## config.mk

```make
export PLATFORM = sky130hd
export DESIGN_NAME = frontend_ibuf
export DESIGN_NICKNAME = d
export VERILOG_FILES = /design/src/inst_pkg.sv /design/src/lane_pkg.sv /design/src/fetch_align.sv /design/src/ibuf_bank.sv /design/src/inst_buffer.sv /design/src/decode_latch.sv /design/src/frontend_ibuf.sv
export VERILOG_INCLUDE_DIRS = /design/src
export SDC_FILE = /design/constraint.sdc
export NUM_CORES = 2
export LEC_CHECK = 0
export ABC_CLOCK_PERIOD_IN_PS = 3400
export CORE_MARGIN = 2
export CORE_UTILIZATION = 55
export CTS_BUF_LIST = sky130_fd_sc_hd__clkbuf_2 sky130_fd_sc_hd__clkbuf_4 sky130_fd_sc_hd__clkbuf_8
export DETAILED_ROUTE_END_ITERATION = 7
export DONT_BUFFER_PORTS = 1
export PLACE_DENSITY = 0.8
export SETUP_SLACK_MARGIN = 0.3
export SLEW_MARGIN = 40
export SYNTH_ARGS = -nofsm -noshare
export SYNTH_HDL_FRONTEND = slang
export SYNTH_SLANG_ARGS = --single-unit
```

## constraint.sdc

```tcl
create_clock -name clk -period 3.4 [get_ports clk]
set_clock_uncertainty 0.15 [all_clocks]
set_input_delay 0.85 -clock clk [delete_from_list [all_inputs] [get_ports clk]]
set_output_delay 0.85 -clock clk [all_outputs]
set_load 0.03 [all_outputs]
```

## src/ibuf_consts.svh

```systemverilog
`ifndef IBUF_CONSTS_SVH
`define IBUF_CONSTS_SVH

// ----------------------------------------
// frontend geometry
// ----------------------------------------

// lanes per fetch block and per decode group
`define FETCH_WIDTH 4

// queue banking, one bank per lane
`define IBUF_BANK_NUM 4
`define IBUF_BANK_SIZE 4 // words per bank

`define IBUF_SIZE (`IBUF_BANK_NUM * `IBUF_BANK_SIZE)

// ----------------------------------------
// fetch target queue
// ----------------------------------------

`define FSQ_IDX_WIDTH 4

`endif

```

## src/inst_pkg.sv

```systemverilog
`include "ibuf_consts.svh"

package inst_pkg;

    typedef logic [31:0] inst_t;

    typedef logic [`FSQ_IDX_WIDTH-1:0] fsq_idx_t;

    // where an instruction came from
    typedef struct packed {
        fsq_idx_t                          idx;
        logic [$clog2(`FETCH_WIDTH)-1:0]   offset; // lane in original block
    } fsq_info_t;

    // one bank word
    typedef struct packed {
        fsq_info_t fsq;
        inst_t     inst;
    } ibuf_entry_t;

endpackage

```

## src/lane_pkg.sv

```systemverilog
`include "ibuf_consts.svh"

package lane_pkg;

    // one bit per lane
    typedef logic [`FETCH_WIDTH-1:0] lane_mask_t;

    // 0 .. FETCH_WIDTH inclusive
    typedef logic [$clog2(`FETCH_WIDTH):0] lane_cnt_t;

    // lane or bank number
    typedef logic [$clog2(`FETCH_WIDTH)-1:0] lane_idx_t;

endpackage

```

## src/fetch_align.sv

```systemverilog
`timescale 1ns/100ps
`include "ibuf_consts.svh"

module fetch_align
    import inst_pkg::*;
    import lane_pkg::*;
(
    input  logic        clk,
    input  logic        rst_n,
    input  logic        redirect,
    input  logic        fetch_valid,
    input  inst_t       fetch_inst [`FETCH_WIDTH],
    input  lane_mask_t  fetch_mask,
    input  fsq_idx_t    fetch_fsq_idx,
    output logic        push_valid,
    output lane_cnt_t   push_num,
    output ibuf_entry_t push_entry [`FETCH_WIDTH]
);

    lane_idx_t   lo_lane;  // first valid lane of the block
    lane_cnt_t   mask_cnt;
    ibuf_entry_t aligned [`FETCH_WIDTH];

    always_comb begin
        lo_lane  = '0;
        mask_cnt = '0;
        for (int i = `FETCH_WIDTH - 1; i >= 0; i--) begin
            if (fetch_mask[i]) lo_lane = lane_idx_t'(i);
        end
        for (int i = 0; i < `FETCH_WIDTH; i++) begin
            mask_cnt = mask_cnt + lane_cnt_t'(fetch_mask[i]);
        end
    end

    // shift down by lo_lane, tag with source lane
    for (genvar i = 0; i < `FETCH_WIDTH; i++) begin : g_lane
        lane_idx_t src;
        assign src = lo_lane + lane_idx_t'(i);
        assign aligned[i] = '{fsq: '{idx: fetch_fsq_idx, offset: src}, inst: fetch_inst[src]};
    end

    always_ff @(posedge clk or negedge rst_n) begin
        if (!rst_n) begin
            push_valid <= 1'b0;
            push_num   <= '0;
        end else begin
            push_valid <= fetch_valid & ~redirect; // same-cycle block dropped
            if (fetch_valid) push_num <= mask_cnt;
        end
    end

    always_ff @(posedge clk) begin
        if (fetch_valid) begin
            push_entry <= aligned;
        end
    end

endmodule

```

## src/ibuf_bank.sv

```systemverilog
`timescale 1ns/100ps
`include "ibuf_consts.svh"

module ibuf_bank
    import lane_pkg::*;
#(
    parameter int WIDTH = 38
) (
    input  logic             clk,
    input  logic             rst_n,
    input  logic             we,
    input  lane_idx_t        waddr,
    input  lane_idx_t        raddr,
    input  logic [WIDTH-1:0] din,
    output logic [WIDTH-1:0] dout
);

    logic [WIDTH-1:0] mem [`IBUF_BANK_SIZE];

    assign dout = mem[raddr]; // async read

    always_ff @(posedge clk or negedge rst_n) begin
        if (!rst_n) begin
            for (int i = 0; i < `IBUF_BANK_SIZE; i++) begin
                mem[i] <= '0;
            end
        end else if (we) begin
            mem[waddr] <= din;
        end
    end

endmodule

```

## src/inst_buffer.sv

```systemverilog
`timescale 1ns/100ps
`include "ibuf_consts.svh"

module inst_buffer
    import inst_pkg::*;
    import lane_pkg::*;
(
    input  logic        clk,
    input  logic        rst_n,
    input  logic        redirect,
    input  logic        stall,
    input  logic        push_valid,
    input  lane_cnt_t   push_num,
    input  ibuf_entry_t push_entry [`FETCH_WIDTH],
    output lane_cnt_t   pop_num,
    output ibuf_entry_t pop_entry [`FETCH_WIDTH],
    output logic        full
);

    localparam int PTR_W = $clog2(`IBUF_SIZE);

    logic [PTR_W-1:0] head;
    logic [PTR_W-1:0] tail;
    logic [PTR_W:0]   count;  // 0 .. IBUF_SIZE

    lane_idx_t head_bank;
    lane_idx_t tail_bank;
    lane_cnt_t push_cnt;

    lane_idx_t   windex    [`IBUF_BANK_NUM];
    lane_idx_t   rindex    [`IBUF_BANK_NUM];
    logic [`IBUF_BANK_NUM-1:0] bank_we;
    logic [`IBUF_BANK_NUM-1:0] bank_re;
    ibuf_entry_t bank_din  [`IBUF_BANK_NUM];
    ibuf_entry_t bank_dout [`IBUF_BANK_NUM];

    assign head_bank = lane_idx_t'(head);
    assign tail_bank = lane_idx_t'(tail);
    assign push_cnt  = push_valid ? push_num : '0;

    // ----------------------------------------
    // pop and flow control
    // ----------------------------------------

    always_comb begin
        if (stall) begin
            pop_num = '0;
        end else if (count >= `FETCH_WIDTH) begin
            pop_num = lane_cnt_t'(`FETCH_WIDTH);
        end else begin
            pop_num = lane_cnt_t'(count);
        end
    end

    // room for one more full block
    assign full = count > (`IBUF_SIZE - `FETCH_WIDTH);

    // ----------------------------------------
    // banks
    // ----------------------------------------

    for (genvar b = 0; b < `IBUF_BANK_NUM; b++) begin : g_bank
        lane_idx_t wlane;  // push lane landing here
        lane_idx_t rlane;  // output lane reading here

        assign wlane      = lane_idx_t'(b) - tail_bank;
        assign rlane      = lane_idx_t'(b) - head_bank;
        assign bank_we[b] = push_valid && (lane_cnt_t'(wlane) < push_num);
        assign bank_re[b] = lane_cnt_t'(rlane) < pop_num;
        assign bank_din[b] = push_entry[wlane];

        ibuf_bank #(
            .WIDTH ($bits(ibuf_entry_t))
        ) u_bank (
            .clk   (clk),
            .rst_n (rst_n),
            .we    (bank_we[b]),
            .waddr (windex[b]),
            .raddr (rindex[b]),
            .din   (bank_din[b]),
            .dout  (bank_dout[b])
        );
    end

    // output lanes rotate from head
    for (genvar i = 0; i < `FETCH_WIDTH; i++) begin : g_rd
        lane_idx_t sel;
        assign sel          = head_bank + lane_idx_t'(i);
        assign pop_entry[i] = bank_dout[sel];
    end

    // ----------------------------------------
    // pointers
    // ----------------------------------------

    always_ff @(posedge clk or negedge rst_n) begin
        if (!rst_n) begin
            head  <= '0;
            tail  <= '0;
            count <= '0;
            for (int b = 0; b < `IBUF_BANK_NUM; b++) begin
                windex[b] <= '0;
                rindex[b] <= '0;
            end
        end else if (redirect) begin
            head  <= '0;
            tail  <= '0;
            count <= '0;
            for (int b = 0; b < `IBUF_BANK_NUM; b++) begin
                windex[b] <= '0;
                rindex[b] <= '0;
            end
        end else begin
            head  <= head + PTR_W'(pop_num);
            tail  <= tail + PTR_W'(push_cnt);
            count <= count + (PTR_W+1)'(push_cnt) - (PTR_W+1)'(pop_num);
            for (int b = 0; b < `IBUF_BANK_NUM; b++) begin
                windex[b] <= windex[b] + lane_idx_t'(bank_we[b]);
                rindex[b] <= rindex[b] + lane_idx_t'(bank_re[b]);
            end
        end
    end

endmodule

```

## src/decode_latch.sv

```systemverilog
`timescale 1ns/100ps
`include "ibuf_consts.svh"

module decode_latch
    import inst_pkg::*;
    import lane_pkg::*;
(
    input  logic        clk,
    input  logic        rst_n,
    input  logic        redirect,
    input  lane_cnt_t   pop_num,
    input  ibuf_entry_t pop_entry [`FETCH_WIDTH],
    output lane_mask_t  out_en,
    output lane_mask_t  out_branch,
    output inst_t       out_inst [`FETCH_WIDTH],
    output fsq_info_t   out_fsq  [`FETCH_WIDTH]
);

    localparam logic [6:0] OPC_BRANCH = 7'b1100011;
    localparam logic [6:0] OPC_JAL    = 7'b1101111;
    localparam logic [6:0] OPC_JALR   = 7'b1100111;

    lane_mask_t en_next;
    lane_mask_t br_next;

    function automatic logic is_branch(input inst_t inst);
        logic [6:0] opc;
        opc = inst[6:0];
        return (opc == OPC_BRANCH) || (opc == OPC_JAL) || (opc == OPC_JALR);
    endfunction

    always_comb begin
        for (int i = 0; i < `FETCH_WIDTH; i++) begin
            en_next[i] = lane_cnt_t'(i) < pop_num;  // contiguous from lane 0
            br_next[i] = en_next[i] && is_branch(pop_entry[i].inst);
        end
    end

    always_ff @(posedge clk or negedge rst_n) begin
        if (!rst_n) begin
            out_en     <= '0;
            out_branch <= '0;
        end else if (redirect) begin
            out_en     <= '0;
            out_branch <= '0;
        end else begin
            out_en     <= en_next;
            out_branch <= br_next;
        end
    end

    // payload, only enabled lanes load
    always_ff @(posedge clk) begin
        for (int i = 0; i < `FETCH_WIDTH; i++) begin
            if (en_next[i]) begin
                out_inst[i] <= pop_entry[i].inst;
                out_fsq[i]  <= pop_entry[i].fsq;
            end
        end
    end

endmodule

```

## src/frontend_ibuf.sv

```systemverilog
`timescale 1ns/100ps
`include "ibuf_consts.svh"

module frontend_ibuf
    import inst_pkg::*;
    import lane_pkg::*;
(
    input  logic       clk,
    input  logic       rst_n,
    input  logic       redirect,
    input  logic       stall,
    input  logic       fetch_valid,
    input  inst_t      fetch_inst [`FETCH_WIDTH],
    input  lane_mask_t fetch_mask,
    input  fsq_idx_t   fetch_fsq_idx,
    output logic       full,
    output lane_mask_t out_en,
    output inst_t      out_inst [`FETCH_WIDTH],
    output fsq_info_t  out_fsq  [`FETCH_WIDTH],
    output lane_mask_t out_branch
);

    // align -> buffer
    logic        push_valid;
    lane_cnt_t   push_num;
    ibuf_entry_t push_entry [`FETCH_WIDTH];

    // buffer -> latch
    lane_cnt_t   pop_num;
    ibuf_entry_t pop_entry [`FETCH_WIDTH];

    fetch_align u_fetch_align (
        .clk           (clk),
        .rst_n         (rst_n),
        .redirect      (redirect),
        .fetch_valid   (fetch_valid),
        .fetch_inst    (fetch_inst),
        .fetch_mask    (fetch_mask),
        .fetch_fsq_idx (fetch_fsq_idx),
        .push_valid    (push_valid),
        .push_num      (push_num),
        .push_entry    (push_entry)
    );

    inst_buffer u_inst_buffer (
        .clk        (clk),
        .rst_n      (rst_n),
        .redirect   (redirect),
        .stall      (stall),
        .push_valid (push_valid),
        .push_num   (push_num),
        .push_entry (push_entry),
        .pop_num    (pop_num),
        .pop_entry  (pop_entry),
        .full       (full)
    );

    decode_latch u_decode_latch (
        .clk        (clk),
        .rst_n      (rst_n),
        .redirect   (redirect),
        .pop_num    (pop_num),
        .pop_entry  (pop_entry),
        .out_en     (out_en),
        .out_branch (out_branch),
        .out_inst   (out_inst),
        .out_fsq    (out_fsq)
    );

endmodule

```

=== After elaboration in Yosys (flattened, before gate mapping) ===
Cells that the tools add are included.

* Register bits: 941
* Input port bits: 141
* Output and inout bits: 161
* Word-level logic and storage cells: 247

* Equal/unequal tests: 12
* Mux-type cells: 74
* Reductions and logical operators: 20
* Add/sub/neg operators: 29
* $lt $le $gt $ge: 38
* Bitwise operators: 22

{| class="wikitable"
|+ Operators with widths
! kind !! count
|-
| 2-to-1 mux 38 bit || 28
|-
| binary-select mux 38 bit (select 2 bit) || 12
|-
| bitwise mux 152 bit || 4
|-
| demux 38 bit (select 2 bit) || 4
|-
| binary-select mux 32 bit (select 2 bit) || 4
|-
| 2-to-1 mux 32 bit || 8
|-
| equality test 7 bit, second input constant || 12
|-
| greater-or-equal comparator 3 bit, second input constant || 20
|-
| NOT 2 -> 3 bit || 20
|-
| less-than comparator 2 x 3 -> 1 bit || 8
|-
| adder 2 x 1 -> 2 bit || 8
|-
| 2-to-1 mux 4 bit || 4
|-
| 2-to-1 mux 8 bit || 2
|-
| logical AND 1 bit || 12
|-
| less-than comparator 3 x 1 -> 1 bit, second input constant || 4
|-
| 2-to-1 mux 3 bit || 3
|-
| adder 2 bit, second input constant || 4
|-
| adder 4 x 3 -> 4 bit || 2
|-
| logical OR 1 bit || 8
|-
| 2-to-1 mux 2 bit || 4
|-
| subtractor 1 x 2 -> 2 bit, first input constant || 4
|-
| subtractor 2 bit, first input constant || 4
|-
| adder 3 x 1 -> 3 bit || 2
|-
| less-than comparator 1 x 3 -> 1 bit, first input constant || 2
|-
| 10 further kinds || 12
|}

=== Logic depth before layout (Yosys ltp) ===
* Depth in word-level cells: 12
* Gate-level depth with buffers: 12
* Depth with buffers taken out: 12

=== Hierarchy ===
Synthesis repeated with hierarchy kept, for this count alone.

* Cell total of the unflattened synthesis: 2907
* Area total of the unflattened synthesis: 49781.5 um^2

{| class="wikitable"
|+ By module, submodules not included
! module !! area an instance (um^2) !! cells each !! sequential area each (um^2) !! instances
|-
| ibuf_bank || 6840.3 || 370 || 3803.6 || 4
|-
| inst_buffer || 8941.1 || 529 || 625.6 || 1
|-
| fetch_align || 8570.7 || 712 || 4244.1 || 1
|-
| decode_latch || 4908.5 || 186 || 4764.6 || 1
|}

=== Worst setup path after synthesis ===
No wires, ideal clock.

* Kind: register to register
* Start point: reg u_inst_buffer.tail[1]
* End point: reg u_inst_buffer.g_bank[3].u_bank.mem[142] (netlist bit)
* Library setup time: 0.125 ns
* Data required time: 3.125 ns
* Buffers on the path: 5
* Arrival: 2.989 ns
* Slack: 0.137 ns
* Cell stages (with the launch flop): 12
* Period minus slack after synthesis: 3.263 ns
* Cells stage by stage: dfrtp_1 -> clkbuf_1 -> buf_2 -> buf_2 -> inv_1 -> ha_1 -> a21boi_0 -> o21bai_1 -> nor4bb_1 -> buf_2 -> buf_2 -> mux2_2

* Cells in the longest elaborated chain, start to end: 6
* Elaborated cells on any way between the ends: 8
* Classes of those cells: add/sub: 1; order compare: 1; mux: 4; bitwise: 1; reduce/logical: 1

{| class="wikitable"
|+ Ends and longest elaborated chain
! element !! RTL line !! RTL
|-
| from (decl) || inst_buffer.sv:23 || <nowiki>logic [PTR_W-1:0] tail;</nowiki>
|-
| from (signal assigned) || inst_buffer.sv:115 || <nowiki>tail <= tail + PTR_W'(push_cnt);</nowiki>
|-
| subtractor 2 bit (*) || inst_buffer.sv:66 || <nowiki>assign wlane = lane_idx_t'(b) - tail_bank;</nowiki>
|-
| NOT 2 -> 3 bit (not written as such) || inst_buffer.sv:70 || <nowiki>assign bank_din[b] = push_entry[wlane];</nowiki>
|-
| binary-select mux 38 bit (select 2 bit) || inst_buffer.sv:70 ||
|-
| 2-to-1 mux 38 bit (not written as such) (2 in series) || inst_buffer.sv:70 ||
|-
| bitwise mux 152 bit || ibuf_bank.sv:28 || <nowiki>mem[waddr] <= din;</nowiki>
|-
| to (signal, indexed assignment) || ibuf_bank.sv:28 ||
|-
| to (decl) || ibuf_bank.sv:18 || <nowiki>logic [WIDTH-1:0] mem [`IBUF_BANK_SIZE];</nowiki>
|}

Every way passes the cells marked *; elsewhere a longest branch is shown, timed or not. The select of a mux whose other input is x is not followed.
A chain may end at the register's enable or synchronous reset.

=== Worst setup path after layout ===
* Start point: reg u_inst_buffer.count[4]
* End point: out full

* Cells in the longest elaborated chain, start to end: 1

{| class="wikitable"
|+ Ends and longest elaborated chain
! element !! RTL line !! RTL
|-
| from (decl) || inst_buffer.sv:24 || <nowiki>logic [PTR_W:0] count;</nowiki>
|-
| from (signal assigned) || inst_buffer.sv:116 || <nowiki>count <= count + (PTR_W+1)'(push_cnt) - (PTR_W+1)'(pop_num);</nowiki>
|-
| > comparator 5 x 4 -> 1 bit || inst_buffer.sv:56 || <nowiki>assign full = count > (`IBUF_SIZE - `FETCH_WIDTH);</nowiki>
|-
| to (decl) || frontend_ibuf.sv:16 || <nowiki>output logic full,</nowiki>
|}

Every way passes these cells.

==> summary.txt <==
cts bufs inserted - 147
Final Hold Viols - 0
CORE AREA - 0.08342 mm2
VDD IR max - 0.5029 mV
CTS H-Tree Depth - 4
cell count after synthesis - 3623
first-pass GRT wire length - 184600 um
critical path type - register to output pin
highest net fanout along the worst path - 3
post-synthesis register bit count - 935
final setup fails - 0
post-CTS setup buffer count - 0
synthesized net count - 3797
sum of buffers and inverters on the critical path - 2
Syn. warnings - 0
critical path launch point type - register
post-synthesis compound-gate area fraction - 0.06855
smallest hold slack - 0.07637 ns
CP arrival - 1.96 ns
post-synthesis sequential area ratio - 0.5381
I/O Buffers - 0
Ports - 302
Clock Latency Late Sink - 0.85 ns
synth unique cells - 62
synthesized-area fraction occupied by adder cells - 0.009430
Synth Flop Type - dfrtp_1
Post-DP HPWL - 83260 um
initial antenna violation count - 2
crit-path cells - inv_1, ha_1, nand2_1, o21ai_0, buf_4
area grow syn2layout - 10.96%
XOR/XNOR Fraction of Synth Area - 0.003224
Initial DRC Count - 3390
Die Width - 293.8 um
Slew @ Worst Pin - 0.9197 ns
vias per cell - 6.365
FMAX - 337.7 MHz
leakage - 21.40 nW
Power Density - 833.1 mW/mm2
CP max stage cell - dfrtp_1
Finished Core Util - 0.6142
largest family of logic cells by synthesized area - multiplexers
synthesized area - 0.04618 mm2
Detail Route Antenna Nets - 0
vias - 30.82k
CP top delay family - flip-flops
GRT overflow - 0
CTS root buffer - clkbuf_8
worst path required time - 2.40 ns
critical path's largest stage delay - 0.36 ns
status - finished, final reports clean
WL final - 121100 um
initial core utilization - 0.5535
number of flops mapped to enable cells by yosys - 290
Pins Over Slew Limit - 0
GP Congestion - 0.8714
minimum clock period after layout - 2.961 ns
Die Height - 293.8 um
multiplexer share of the synthesized area - 0.2769
die area - 0.08629 mm2
vias in the first global route - 30.41k
CTS tree - yes
num rows - 106
Tcrit/Tclk final - 0.8709
Worst-path clk slew - 0.06 ns
Avg Inst Size Synth - 12.75 um2
RSZ-0062 raised after global routing - no
max_slew headroom - 0.3804
TNS Setup - 0 ns
drt drc - 0
total iterations of the first detailed-routing run - 5
largest net degree at the start of global routing - 646
Max-cap violations - 0
critical path endpoint category - output pin
nets - 3815
worst min-delay path category - primary input to register
Total GRT Usage - 0.2840
layout cell share with drive strength beyond 1 - 0.2926
Async S/R FF share, synth - 0.6898
Avg WL per Cell - 25.01 um
CTS Buffer Depth - 3
clock sinks - 935
simple-gate share of the synthesized area - 0.07774
## path summary, 6_finish.rpt
path | slack [ns] | start | to | cells after the start
max | 0.44 | u_inst_buffer.count[4]$_DFF_PN0_ | full | 5
min | 0.08 | fetch_valid | u_fetch_align.push_entry[44]$_DFFE_PP_ | 0
max reg2reg | 0.52 | u_inst_buffer.count[3]$_DFF_PN0_ | u_inst_buffer.count[4]$_DFF_PN0_ | 12
min reg2reg | 0.32 | u_inst_buffer.g_bank[0].u_bank.mem[6]$_DFFE_PN0P_ | u_inst_buffer.g_bank[0].u_bank.mem[6]$_DFFE_PN0P_ | 2
max in group asynchronous | 0.72 | rst_n | u_inst_buffer.g_bank[0].u_bank.mem[122]$_DFFE_PN0P_ | 4
min in group asynchronous | 0.22 | rst_n | u_inst_buffer.g_bank[0].u_bank.mem[139]$_DFFE_PN0P_ | 1
## flip-flops by register name (all words and copies together), names as in the netlist
register / cells
u_inst_buffer.g_bank.u_bank.mem: 608
u_fetch_align.push_entry: 138
u_decode_latch.out_inst: 128
u_decode_latch.out_fsq: 24
u_inst_buffer.rindex: 8
u_inst_buffer.windex: 8
u_inst_buffer.count: 5
u_decode_latch.out_branch: 4
u_decode_latch.out_en: 4
u_fetch_align.push_num: 3
u_inst_buffer.head: 2
u_inst_buffer.tail: 2
u_fetch_align.push_valid: 1
## metal layers
layer,vias up,track usage,wire (um)
met5,-,0,0
met4,0,0.07790,2495
met3,184,0.09894,13980
met2,1452,0.4145,53670
met1,15760,0.4071,50950
li1,13420,-,-
## layout by cell type (no fill, tap or decap), types with 5 or more instances in the layout
cell type and count:
and2_1 12, a21oi_1 99, clkbuf_8 175, edfxtp_1 290, nor2_1 103, dlygate4sd3_1 8, buf_12 19, mux4_2 259
o2111ai_4 8, buf_16 5, and3_1 65, mux2_2 407, inv_6 6, ha_1 30, clkinvlp_4 5, nand2b_1 8
nor3_1 14, dfrtp_4 8, clkbuf_4 44, xnor2_1 15, nand2_1 614, clkinv_2 18, mux2i_1 229, o22ai_1 17
a31oi_1 66, buf_4 110, nor2b_1 18, clkinv_1 15, inv_1 20, o21ai_0 349, dfrtp_1 633
## repair_timing
item	in CTS	in global routing
setup endpoints to repair	0	1
resized for setup	0	2
endpoints found under the hold margin	718	150
hold buffers	9	1
## synth_stat cells (all sizes together) (30+ instances only)
cell,n,area share
clkbuf,184,0.015
o21ai,352,0.038
a31oi,66,0.0089
edfxtp,290,0.19
a21oi,99,0.011
ha,30,0.0081
dfrtp,645,0.35
mux2,408,0.10
mux2i,230,0.050
mux4,261,0.13
buf,90,0.0089
nand2,614,0.050
nor2,107,0.0087
and3,65,0.0088
## final cells by class
class / count / area, um2
antenna: 3 / 7.507
clock buffer: 219 / 2739
clock inverter: 48 / 360.3
fill: 6015 / 32190
inverter: 27 / 115.1
multi-input combinational: 2387 / 20340
sequential: 935 / 24880
tap: 1080 / 1351
timing repair buffer: 143 / 1439
## worst reg2reg max path, stage by stage, from the launching register on
cell and delay (ns):
dfrtp_1 0.35, inv_1 0.08, ha_1 0.23, nand2b_4 0.10, or3_4 0.16, inv_1 0.05, fa_1 0.49, inv_1 0.08
fa_1 0.48, a21o_1 0.21, a21oi_1 0.19, xnor2_1 0.14, nor2_1 0.05
## power breakdown
part / internal [mW] / total [mW] / switching, mW
sequential: 15.6 / 19.3 / 3.76
combinational: 6.41 / 13.4 / 6.97
clock: 5.48 / 9.97 / 4.48
## stage by stage
step / setup slack [ns] / instances / total power, mW / instance area (um2)
2_1_floorplan: 0.1727 / 3623 / 27.97 / 46190
3_3_place_gp: 0.3822 / 4556 / 31.76 / 47840
3_5_place_dp: 0.3656 / 4557 / 32.43 / 47860
4_1_cts: 0.3732 / 4833 / 42.42 / 51070
5_1_grt: 0.3562 / 4841 / 44.58 / 51230
6_report: 0.4391 / 4842 / 42.69 / 51240
## logic make-up after synthesis
group / count (synthesis)
buffers and inverters: 301
xor gates and xnor gates: 17
muxes: 899
and+or+nand+nor: 860
adders and majority gates: 33
DFF: 935
AOI/OAI and AO/OA: 578
No activity file was read; power rests on OpenSTA's default activity.
